`config.mk`:
```
export PLATFORM = sky130hd
export DESIGN_NAME = gvp_top
export DESIGN_NICKNAME = d
export VERILOG_FILES = /design/src/common/gvp_pkg.sv /design/src/common/gvp_vec_if.sv /design/src/gvp/gvp_program_mem.sv /design/src/gvp/gvp_sequencer.sv /design/src/gvp/gvp_vector_accum.sv /design/src/design/gvp_top.sv
export SDC_FILE = /design/constraint.sdc
export NUM_CORES = 2
export LEC_CHECK = 0
export BUFFER_PORTS_ARGS = -buffer_cell sky130_fd_sc_hd__buf_4
export CORE_MARGIN = 4
export CORE_UTILIZATION = 50
export CTS_CLUSTER_DIAMETER = 80
export DETAILED_ROUTE_END_ITERATION = 8
export GPL_TIMING_DRIVEN = 0
export MAX_ROUTING_LAYER = met4
export PLACE_DENSITY_LB_ADDON = 0.25
export SYNTH_ARGS = -nofsm -noshare
export SYNTH_HDL_FRONTEND = slang
export SYNTH_SLANG_ARGS = --single-unit
```
`constraint.sdc`:
```
create_clock -name a_clk -period 15.1 [get_ports a_clk]
set_clock_uncertainty 0.05 [all_clocks]
set_input_delay 3.02 -clock a_clk [delete_from_list [all_inputs] [get_ports a_clk]]
set_output_delay 3.02 -clock a_clk [all_outputs]
set_load 0.1 [all_outputs]
```
`src/common/gvp_pkg.sv`:
```
`default_nettype none

//////////////////////////////////////////////////////////////////////
// vector program core, shared constants
//////////////////////////////////////////////////////////////////////

package gvp_pkg;

    // program memory geometry
    localparam int num_vectors_n2 = 3;       // slot address bits
    localparam int num_vectors    = 8;       // slots in the program

    // record geometry
    localparam int word_w = 32;              // one record word
    localparam int rec_w  = 512;             // full record, 16 words
    localparam int next_w = 8;               // signed jump width

    // word index of each field inside a record
    localparam int w_addr    = 0;            // target slot, low bits only
    localparam int w_n       = 1;            // point count
    localparam int w_iin     = 2;            // silent steps between points
    localparam int w_options = 3;            // section options, passed through
    localparam int w_nrep    = 4;            // loop repeat count
    localparam int w_next    = 5;            // signed jump, low next_w bits
    localparam int w_dx      = 6;
    localparam int w_dy      = 7;
    localparam int w_dz      = 8;
    localparam int w_du      = 9;
    // words 10 to 14 are spare
    localparam int w_deci    = 15;           // step decimation

    // store_data event codes
    localparam logic [1:0] store_none    = 2'd0;
    localparam logic [1:0] store_data_pt = 2'd1;   // data point reached
    localparam logic [1:0] store_header  = 2'd2;   // vector header loaded

endpackage

`default_nettype wire

```
`src/common/gvp_vec_if.sv`:
```
`timescale 1ns/10ps
`default_nettype none

// current vector fields and loop counter handshake
interface gvp_vec_if;

    logic [gvp_pkg::num_vectors_n2-1:0] pvc;      // program counter

    // fields of slot pvc, combinational
    logic [gvp_pkg::word_w-1:0]         n;
    logic [gvp_pkg::word_w-1:0]         iin;
    logic [gvp_pkg::word_w-1:0]         options;
    logic signed [gvp_pkg::next_w-1:0]  next;
    logic [gvp_pkg::word_w-1:0]         deci;
    logic signed [gvp_pkg::word_w-1:0]  dx;
    logic signed [gvp_pkg::word_w-1:0]  dy;
    logic signed [gvp_pkg::word_w-1:0]  dz;
    logic signed [gvp_pkg::word_w-1:0]  du;

    // per slot repeat counter
    logic [gvp_pkg::word_w-1:0]         loop_cnt;   // repeats left on slot pvc
    logic                               loop_dec;   // strobe, one more pass taken
    logic                               loop_reload; // strobe, loop done, rearm

    modport mem (
        output n, iin, options, next, deci, dx, dy, dz, du, loop_cnt,
        input  pvc, loop_dec, loop_reload
    );

    modport seq (
        output pvc, loop_dec, loop_reload,
        input  n, iin, options, next, deci, loop_cnt
    );

    modport accum (
        input dx, dy, dz, du
    );

endinterface

`default_nettype wire

```
`src/gvp/gvp_program_mem.sv`:
```
`timescale 1ns/10ps
`default_nettype none

// eight vector records plus their loop counters
module gvp_program_mem (
    input  logic                       a_clk,
    input  logic                       reset,
    input  logic                       setvec,       // write strobe
    input  logic [gvp_pkg::rec_w-1:0]  vp_set,       // full record
    gvp_vec_if.mem                     vec
);

    // record storage, no reset
    logic [gvp_pkg::word_w-1:0]        n_q       [gvp_pkg::num_vectors];
    logic [gvp_pkg::word_w-1:0]        iin_q     [gvp_pkg::num_vectors];
    logic [gvp_pkg::word_w-1:0]        options_q [gvp_pkg::num_vectors];
    logic [gvp_pkg::word_w-1:0]        nrep_q    [gvp_pkg::num_vectors];
    logic signed [gvp_pkg::next_w-1:0] next_q    [gvp_pkg::num_vectors];
    logic [gvp_pkg::word_w-1:0]        deci_q    [gvp_pkg::num_vectors];
    logic signed [gvp_pkg::word_w-1:0] dx_q      [gvp_pkg::num_vectors];
    logic signed [gvp_pkg::word_w-1:0] dy_q      [gvp_pkg::num_vectors];
    logic signed [gvp_pkg::word_w-1:0] dz_q      [gvp_pkg::num_vectors];
    logic signed [gvp_pkg::word_w-1:0] du_q      [gvp_pkg::num_vectors];

    logic [gvp_pkg::word_w-1:0]        loop_cnt_q [gvp_pkg::num_vectors];

    logic [gvp_pkg::num_vectors_n2-1:0] wr_addr;
    logic [gvp_pkg::word_w-1:0]         wr_nrep;

    ////////////////////////////////////////////////////////////////////
    // write decode
    ////////////////////////////////////////////////////////////////////

    // slot select sits in the low bits of word 0
    assign wr_addr = vp_set[gvp_pkg::w_addr*gvp_pkg::word_w +: gvp_pkg::num_vectors_n2];
    assign wr_nrep = vp_set[gvp_pkg::w_nrep*gvp_pkg::word_w +: gvp_pkg::word_w];

    always_ff @(posedge a_clk)
    begin
        if (setvec)   // any edge, reset or running
        begin
            n_q[wr_addr]       <= vp_set[gvp_pkg::w_n*gvp_pkg::word_w +: gvp_pkg::word_w];
            iin_q[wr_addr]     <= vp_set[gvp_pkg::w_iin*gvp_pkg::word_w +: gvp_pkg::word_w];
            options_q[wr_addr] <= vp_set[gvp_pkg::w_options*gvp_pkg::word_w +: gvp_pkg::word_w];
            nrep_q[wr_addr]    <= wr_nrep;
            next_q[wr_addr]    <= vp_set[gvp_pkg::w_next*gvp_pkg::word_w +: gvp_pkg::next_w];
            deci_q[wr_addr]    <= vp_set[gvp_pkg::w_deci*gvp_pkg::word_w +: gvp_pkg::word_w];
            dx_q[wr_addr]      <= vp_set[gvp_pkg::w_dx*gvp_pkg::word_w +: gvp_pkg::word_w];
            dy_q[wr_addr]      <= vp_set[gvp_pkg::w_dy*gvp_pkg::word_w +: gvp_pkg::word_w];
            dz_q[wr_addr]      <= vp_set[gvp_pkg::w_dz*gvp_pkg::word_w +: gvp_pkg::word_w];
            du_q[wr_addr]      <= vp_set[gvp_pkg::w_du*gvp_pkg::word_w +: gvp_pkg::word_w];
        end
    end

    ////////////////////////////////////////////////////////////////////
    // loop counters
    ////////////////////////////////////////////////////////////////////

    always_ff @(posedge a_clk)
    begin
        if (reset)
        begin
            // rearm every slot so a rerun repeats the same loops
            for (int k = 0; k < gvp_pkg::num_vectors; k++)
            begin
                loop_cnt_q[k] <= nrep_q[k];
            end
        end
        else if (vec.loop_dec)
        begin
            loop_cnt_q[vec.pvc] <= loop_cnt_q[vec.pvc] - gvp_pkg::word_w'(1);
        end
        else if (vec.loop_reload)
        begin
            loop_cnt_q[vec.pvc] <= nrep_q[vec.pvc];   // ready for the next visit
        end

        // a fresh record always wins over the counter update
        if (setvec)
        begin
            loop_cnt_q[wr_addr] <= wr_nrep;
        end
    end

    // read port, slot pvc
    assign vec.n        = n_q[vec.pvc];
    assign vec.iin      = iin_q[vec.pvc];
    assign vec.options  = options_q[vec.pvc];
    assign vec.next     = next_q[vec.pvc];
    assign vec.deci     = deci_q[vec.pvc];
    assign vec.dx       = dx_q[vec.pvc];
    assign vec.dy       = dy_q[vec.pvc];
    assign vec.dz       = dz_q[vec.pvc];
    assign vec.du       = du_q[vec.pvc];
    assign vec.loop_cnt = loop_cnt_q[vec.pvc];

endmodule

`default_nettype wire

```
`src/gvp/gvp_sequencer.sv`:
```
`timescale 1ns/10ps
`default_nettype none

// step pacing and program walk
module gvp_sequencer (
    input  logic                        a_clk,
    input  logic                        reset,
    input  logic                        pause,        // stalls at data points only
    gvp_vec_if.seq                      vec,
    output logic                        acc_clear,
    output logic                        acc_add,
    output logic [gvp_pkg::word_w-1:0]  options,
    output logic [gvp_pkg::word_w-1:0]  section,
    output logic [gvp_pkg::word_w-1:0]  point_count,
    output logic [1:0]                  store_data,
    output logic                        finished,
    output logic                        hold
);

    // decimation
    logic [gvp_pkg::word_w-1:0] deci_q;          // of the last loaded vector
    logic [gvp_pkg::word_w-1:0] tick_cnt_q;
    logic                       tick;

    // program state
    logic                       load_q;          // next step loads vector pvc
    logic                       finished_q;
    logic                       hold_q;          // last step was a pause stall
    logic [gvp_pkg::num_vectors_n2-1:0] pvc_q;
    logic [gvp_pkg::word_w-1:0] pt_q;            // points left after this one
    logic [gvp_pkg::word_w-1:0] ii_q;            // silent steps left
    logic [gvp_pkg::word_w-1:0] sec_q;
    logic [gvp_pkg::word_w-1:0] options_q;
    logic [1:0]                 store_q;

    // step decode
    logic load_step;
    logic run_step;
    logic ii_busy;
    logic point_step;
    logic stall_step;
    logic last_point;
    logic end_of_prog;

    ////////////////////////////////////////////////////////////////////
    // step decode
    ////////////////////////////////////////////////////////////////////

    assign tick        = (tick_cnt_q == '0);     // first cycle out of reset too
    assign load_step   = tick & load_q & ~finished_q;
    assign run_step    = tick & ~load_q & ~finished_q;
    assign ii_busy     = (ii_q != '0);
    assign point_step  = run_step & ~ii_busy & ~pause;
    assign stall_step  = run_step & ~ii_busy & pause;
    assign last_point  = (pt_q == '0);
    assign end_of_prog = (vec.n == '0);          // zero length vector ends it

    // add on silent steps and on data points, never while stalled
    assign acc_add   = run_step & (ii_busy | ~pause);
    assign acc_clear = reset;                    // positions follow the reset level

    // loop counter strobes act on slot pvc before it moves
    assign vec.loop_dec    = point_step & last_point & (vec.loop_cnt != '0);
    assign vec.loop_reload = point_step & last_point & (vec.loop_cnt == '0);

    ////////////////////////////////////////////////////////////////////
    // decimation tick
    ////////////////////////////////////////////////////////////////////

    always_ff @(posedge a_clk)
    begin
        if (reset)
        begin
            tick_cnt_q <= '0;
            deci_q     <= '0;
        end
        else if (tick)
        begin
            if (load_step && !end_of_prog)
            begin
                tick_cnt_q <= vec.deci;    // new vector paces from here on
                deci_q     <= vec.deci;
            end
            else
            begin
                tick_cnt_q <= deci_q;
            end
        end
        else
        begin
            tick_cnt_q <= tick_cnt_q - gvp_pkg::word_w'(1);
        end
    end

    ////////////////////////////////////////////////////////////////////
    // program walk
    ////////////////////////////////////////////////////////////////////

    always_ff @(posedge a_clk)
    begin
        if (reset)
        begin
            load_q     <= 1'b1;     // arm the first load
            finished_q <= 1'b0;
            hold_q     <= 1'b0;
            pvc_q      <= '0;
            pt_q       <= '0;
            ii_q       <= '0;
            sec_q      <= '0;
            store_q    <= gvp_pkg::store_none;
        end
        else
        begin
            store_q <= gvp_pkg::store_none;   // pulses last one cycle
            if (tick)
            begin
                hold_q <= stall_step;
            end

            if (load_step)
            begin
                store_q <= gvp_pkg::store_header;
                load_q  <= 1'b0;
                if (end_of_prog)
                begin
                    finished_q <= 1'b1;       // idle until reset
                end
                else
                begin
                    pt_q <= vec.n;
                    ii_q <= vec.iin;
                end
            end
            else if (run_step && ii_busy)
            begin
                ii_q <= ii_q - gvp_pkg::word_w'(1);   // silent step
            end
            else if (point_step)
            begin
                store_q <= gvp_pkg::store_data_pt;
                if (!last_point)
                begin
                    pt_q <= pt_q - gvp_pkg::word_w'(1);
                    ii_q <= vec.iin;
                end
                else
                begin
                    sec_q  <= sec_q + gvp_pkg::word_w'(1);   // vector pass done
                    load_q <= 1'b1;
                    if (vec.loop_cnt != '0)
                    begin
                        // signed jump, wraps inside the program
                        pvc_q <= pvc_q + vec.next[gvp_pkg::num_vectors_n2-1:0];
                    end
                    else
                    begin
                        pvc_q <= pvc_q + gvp_pkg::num_vectors_n2'(1);
                    end
                end
            end
        end
    end

    // header shows the options of the vector being loaded
    always_ff @(posedge a_clk)
    begin
        if (load_step)
        begin
            options_q <= vec.options;
        end
    end

    assign vec.pvc     = pvc_q;
    assign options     = options_q;
    assign section     = sec_q;
    assign point_count = pt_q;
    assign store_data  = store_q;
    assign finished    = finished_q;
    assign hold        = hold_q & pause;   // drops as soon as pause is released

endmodule

`default_nettype wire

```
`src/gvp/gvp_vector_accum.sv`:
```
`timescale 1ns/10ps
`default_nettype none

// x y z u position registers
module gvp_vector_accum (
    input  logic                               a_clk,
    input  logic                               acc_clear,
    input  logic                               acc_add,
    gvp_vec_if.accum                           vec,
    output logic signed [gvp_pkg::word_w-1:0]  x,
    output logic signed [gvp_pkg::word_w-1:0]  y,
    output logic signed [gvp_pkg::word_w-1:0]  z,
    output logic signed [gvp_pkg::word_w-1:0]  u
);

    // plain 32 bit wrap, no saturation
    always_ff @(posedge a_clk)
    begin
        if (acc_clear)
        begin
            x <= '0;
            y <= '0;
            z <= '0;
            u <= '0;
        end
        else if (acc_add)
        begin
            x <= x + vec.dx;
            y <= y + vec.dy;
            z <= z + vec.dz;
            u <= u + vec.du;
        end
        // else frozen, also during a pause stall
    end

endmodule

`default_nettype wire

```
`src/design/gvp_top.sv`:
```
`timescale 1ns/10ps
`default_nettype none

// general vector program core, top level
module gvp_top (
    input  logic                               a_clk,
    input  logic                               reset,
    input  logic                               pause,
    input  logic                               setvec,
    input  logic [gvp_pkg::rec_w-1:0]          vp_set,
    output logic signed [gvp_pkg::word_w-1:0]  x,
    output logic signed [gvp_pkg::word_w-1:0]  y,
    output logic signed [gvp_pkg::word_w-1:0]  z,
    output logic signed [gvp_pkg::word_w-1:0]  u,
    output logic [gvp_pkg::word_w-1:0]         options,
    output logic [gvp_pkg::word_w-1:0]         section,
    output logic [gvp_pkg::word_w-1:0]         point_count,
    output logic [1:0]                         store_data,
    output logic                               finished,
    output logic                               hold
);

    logic acc_clear;
    logic acc_add;

    gvp_vec_if vec_bus ();   // current vector between the three blocks

    gvp_program_mem u_program_mem (
        .a_clk  (a_clk),
        .reset  (reset),
        .setvec (setvec),
        .vp_set (vp_set),
        .vec    (vec_bus.mem)
    );

    gvp_sequencer u_sequencer (
        .a_clk       (a_clk),
        .reset       (reset),
        .pause       (pause),
        .vec         (vec_bus.seq),
        .acc_clear   (acc_clear),
        .acc_add     (acc_add),
        .options     (options),
        .section     (section),
        .point_count (point_count),
        .store_data  (store_data),
        .finished    (finished),
        .hold        (hold)
    );

    gvp_vector_accum u_vector_accum (
        .a_clk     (a_clk),
        .acc_clear (acc_clear),
        .acc_add   (acc_add),
        .vec       (vec_bus.accum),
        .x         (x),
        .y         (y),
        .z         (z),
        .u         (u)
    );

endmodule

`default_nettype wire

```
Word level (Yosys, flattened, before mapping) --
Memory sizes are Yosys's and may differ from the RTL's. A register that Yosys moved wholly into a read port is not among the register bits. Index checks and enable logic that the tools add are counted.
Storage, ports and cells: flip-flop bits (word level) 296, bits in writable memories 2624, bits of input ports 516, output and inout port bits 228, memories 11
Memory list:
- u_program_mem.deci_q | depth 8, width 32, read ports 1, clocked after memory_dff 1, write ports 1, RTL line gvp_program_mem.sv:19 | logic [gvp_pkg::word_w-1:0] deci_q [gvp_pkg::num_vectors];
- u_program_mem.du_q | depth 8, width 32, read ports 1, clocked after memory_dff 1, write ports 1, RTL line gvp_program_mem.sv:23 | logic signed [gvp_pkg::word_w-1:0] du_q [gvp_pkg::num_vectors];
- u_program_mem.dx_q | depth 8, width 32, read ports 1, clocked after memory_dff 1, write ports 1, RTL line gvp_program_mem.sv:20 | logic signed [gvp_pkg::word_w-1:0] dx_q [gvp_pkg::num_vectors];
- u_program_mem.dy_q | depth 8, width 32, read ports 1, clocked after memory_dff 1, write ports 1, RTL line gvp_program_mem.sv:21 | logic signed [gvp_pkg::word_w-1:0] dy_q [gvp_pkg::num_vectors];
- u_program_mem.dz_q | depth 8, width 32, read ports 1, clocked after memory_dff 1, write ports 1, RTL line gvp_program_mem.sv:22 | logic signed [gvp_pkg::word_w-1:0] dz_q [gvp_pkg::num_vectors];
- u_program_mem.iin_q | depth 8, width 32, read ports 1, clocked after memory_dff 1, write ports 1, RTL line gvp_program_mem.sv:15 | logic [gvp_pkg::word_w-1:0] iin_q [gvp_pkg::num_vectors];
- +5 memories
Cells by class: add/sub/neg operators 11, equality and inequality tests 4, multiplexer cells 55, bitwise gates (word level) 20, reductions and logical operators 19
Operator list (count):
- $mux 32 | 14
- $add 32x32->32 | 4
- $logic_not 32->1 | 4
- $sub 32x1->32 const B | 4
- $mux 3 | 22
- $reduce_bool 32->1 | 2
- $add 32x1->32 const B | 1
- $reduce_or 32->1 | 1
- $mux 1 | 17
- $and 1x1->1 | 12
- $reduce_and 4->1 | 2
- $not 1->1 | 6
- $reduce_and 3->1 | 2
- $mux 2 | 2
- $ne 2x1->1 const B | 2
- $reduce_bool 2->1 | 2
- $add 3x1->3 const B | 1
- $add 3x3->3 | 1
- $ne 3x2->1 const B | 1
- $reduce_bool 3->1 | 1
- $reduce_or 3->1 | 1
- $logic_and 1x1->1 | 2
- $ne 2x2->1 const B | 1
- $or 1x1->1 | 2
- other kinds (2) | 2

Longest topological paths before layout --
depth in word-level cells 14, mapped depth 25, depth with buffers taken out 15

Modules after synthesis --
A second synthesis with hierarchy kept.
Unflattened totals: cells, all modules 8671, area total of the unflattened synthesis 122363.6 um^2
Modules (own cells, without submodules):
- gvp_program_mem | times used 1, cells each 6107, area an instance 101026.9 um^2
- gvp_sequencer | times used 1, cells each 1272, area an instance 10780.3 um^2
- gvp_vector_accum | times used 1, cells each 1292, area an instance 10556.4 um^2

Least setup slack after synthesis --
No wires, ideal clock.
path kind input to register, start input port setvec, end memory u_program_mem.loop_cnt_q[1][25] in the netlist's numbering, data pin, setup time 0.646 ns, arrival 12.136 ns, setup slack 2.269 ns, stages on the path 5, buffers on the path 2, path through nand2_1 -> nor3_1 -> clkbuf_1 -> clkbuf_1 -> o221ai_1
RTL lines:
- from (decl) | RTL line gvp_top.sv:9 | input logic setvec,
- to (decl) | RTL line gvp_program_mem.sv:25 | logic [gvp_pkg::word_w-1:0] loop_cnt_q [gvp_pkg::num_vectors];

==> results.toml <==
[global_routing]
antenna_found_initial = 104
grt_pass1_vias = 75000
grt_start_max_net_pins = 48
grtUsageTotal_pct = 30.39
gr-total-overflow = 0
grt_pass1_wl_mm = 535.9

[pwr]
p_sw_share_pct = 25.79
total_power_mw = 19.07
seq_power_share_pct = 48.8
intPower_mw = 14.15
leakagePower_nw = 47.57
clkPwrFrac_pct = 39.0
pwr-share-comb_pct = 12.2
ir_worst_vdd_v = 0.0001419
power.switching_mw = 4.920
power_density_nw_per_um2 = 134.0

[yosys]
synth_cell_types = 94
synth_flop_cell = "edfxtp_1"
synth-edff-count = 2616
synth_nets = 8492
synth_top_area_cell = "edfxtp_1"
yosys-top-cells-area = "edfxtp_1, mux4_2, dfxtp_1, nand2_1, mux2i_1"
avgSynthCellArea_um2 = 15.62
ys_ff_latch = 2915
synthArstFlopShare_pct = 0
yosysWarnings = 0
seq_area_frac_synth_pct = 69.05
synth.top_cell.area_share_pct = 64.16
syn_inst = 7838
netlist_top_cells_count = "edfxtp_1, nand2_1, mux4_2, a21oi_1, nor2_1"
synthesis.area_um2 = 122400
synth_most_common_cell = "edfxtp_1"

[sta]
tightest_slew_ns = 1.555
finalCritPeriodShare_pct = 69.84
setup-tns-final_ns = 0
hold_viol = 0
slew_headroom_pct = -3.643
setup_violations = 0
whs_ns = 0.4073
maxSlewViolCount = 11
fmax_mhz = 94.83
fin_crit_ns = 10.55
final.setup.worst_slack_ns = 4.555
rsz0062_at_grt = "false"

[drt]
wl_per_cell_um = 30.74
drt_pass1_iterations = 8
vias = 76540
drc = 0
ant_nets = 0
vias_per_cell = 6.234
first_iter_violations = 9671
finalWirelength_mm = 377.4

[clock_network]
cts.hold.buffers_added = 0
cts_inserted_buffers = 318
cts_setup_buffers = 0
clkSinkCount = 2915
cts_tree = "yes"
max-clock-path-buffers = 4
clk_pin_slew_ns = 0.06
insertion_delay_ns = 0.97
htreeDepth = 5
cts_resized = 0
cts_root_buffer = "clkbuf_16"

[floorplan]
dieArea_um2 = 252900
die_h_um = 502.8
core_um2 = 243500
initial_utilization_pct = 50.29
die_w_um = 502.8
io_pins = 744
rows = 181

[worst_setup_path]
crit_required_ns = 15.91
worstReg2RegEnd = "u_vector_accum.x[28]"
cp-start-kind = "register"
r2r_cells = 20
cp_data_arrival_time_ns = 11.35
cp-end-kind = "register"
cp_max_fo = 10
r2r_setup_slack_ns = 4.55
worstSetupPathType = "reg2reg"

[placement]
dp.cells = 11640
port_buffers = 525
dpl.hpwl_mm = 248.2
place_congestion = 0.9371
pre_cts_ws_ns = 4.801

[final_layout]
regArea_um2 = 84540
areaGrowthSynthToFinish_pct = 16.28
multiInputGateArea_um2 = 35820
instances_no_fill = 12280
nFillCells = 18390
drive_gt1_share_pct = 20.16
nets = 9414

[min_path]
hold-path-endpoint = "u_sequencer.ii_q[29]"
hold_path_depth = 2
hold_start = "u_sequencer.ii_q[29]"
hold_class = "reg2reg"

[status]
status = "finished with violations"
violations = "max-capacitance violations, max-slew violations"

[job]
cap_violations = 1
## metrics by stage
step	utilization (%)	area (µm²)
after floorplan	-	122400
after global placement	53.56	130400
after detailed placement	54.36	132300
after CTS	58.39	142100
after global routing	58.47	142300
final	58.48	142400
## cells in the final DEF (no fill, tap or decap), types with 286 or more instances in the layout
cell / n
mux2i_1: 286
a21oi_1: 388
nor2_1: 321
nand2_1: 1182
edfxtp_1: 2616
clkbuf_1: 324
clkbuf_16: 323
buf_4: 545
mux4_2: 582
dfxtp_1: 299
## worst max path at each step
stage / slack (ns) / end
floorplan: 2.27 / u_program_mem.loop_cnt_q[1][25]
global placement: -8.95 / u_program_mem.loop_cnt_q[2][27]
detailed placement: 4.80 / u_vector_accum.x[28]
CTS: 4.74 / u_vector_accum.x[28]
global route: 4.37 / u_vector_accum.x[28]
finish: 4.55 / u_vector_accum.x[28]
## critical path, cell delays in order (launching register included)
cell       delay, ns
dfxtp_1         0.55
buf_1           0.66
clkbuf_1        1.06
clkbuf_1        1.00
clkbuf_1        0.96
clkbuf_1        0.90
clkbuf_2        0.79
clkbuf_1        0.49
nand2_1         0.13
nand2_1         0.14
ha_1            0.29
and3_1          0.20
a221oi_1        0.52
o22ai_1         0.26
o2111ai_1       0.32
o211ai_1        0.23
a221o_1         0.41
a21boi_0        0.23
xnor2_1         0.29
or4_1           0.69
a21oi_1         0.20
## cell type report
type | instances | share of cell area (%)
clock buffers | 403 | 5.968
plain buffers | 451 | 1.392
diodes | 87 | 0.1529
clock inverters | 145 | 0.9149
repair buffers | 602 | 4.089
multi-input cells | 4423 | 25.16
well taps | 3202 | 2.814
flip-flops and latches | 2915 | 59.38
inverters | 49 | 0.1292
## metal layers
metal  wire [µm]  share of wire, %  up-vias  global-route usage [%]
met4       19970               5.3        0                   14.20
met5           0                 0        -                       -
met1      145200                38    38940                   39.93
met2      171000                45     4190                   44.33
met3       41230                11      903                   8.300
li1            -                 -    32510                       -
## power by group through the flow
stage,clock [mW],combinational [mW],sequential [mW]
2_1_floorplan,0,1.21,9.77
3_3_place_gp,0,2.23,9.57
3_5_place_dp,0,2.29,9.47
4_1_cts,7.53,2.30,9.30
5_1_grt,7.88,2.51,9.33
6_report,7.43,2.33,9.31
## logic make-up after synthesis
family | after synthesis | synth area share [%]
flops | 2915 | 69.05
fa+ha+maj | 138 | 1.441
xor+xnor | 183 | 1.309
compound gates | 1248 | 6.236
simple gates | 1978 | 7.103
mux | 876 | 13.13
buf+inv | 500 | 1.732
Note: power is estimated with default switching activity, not from simulation.
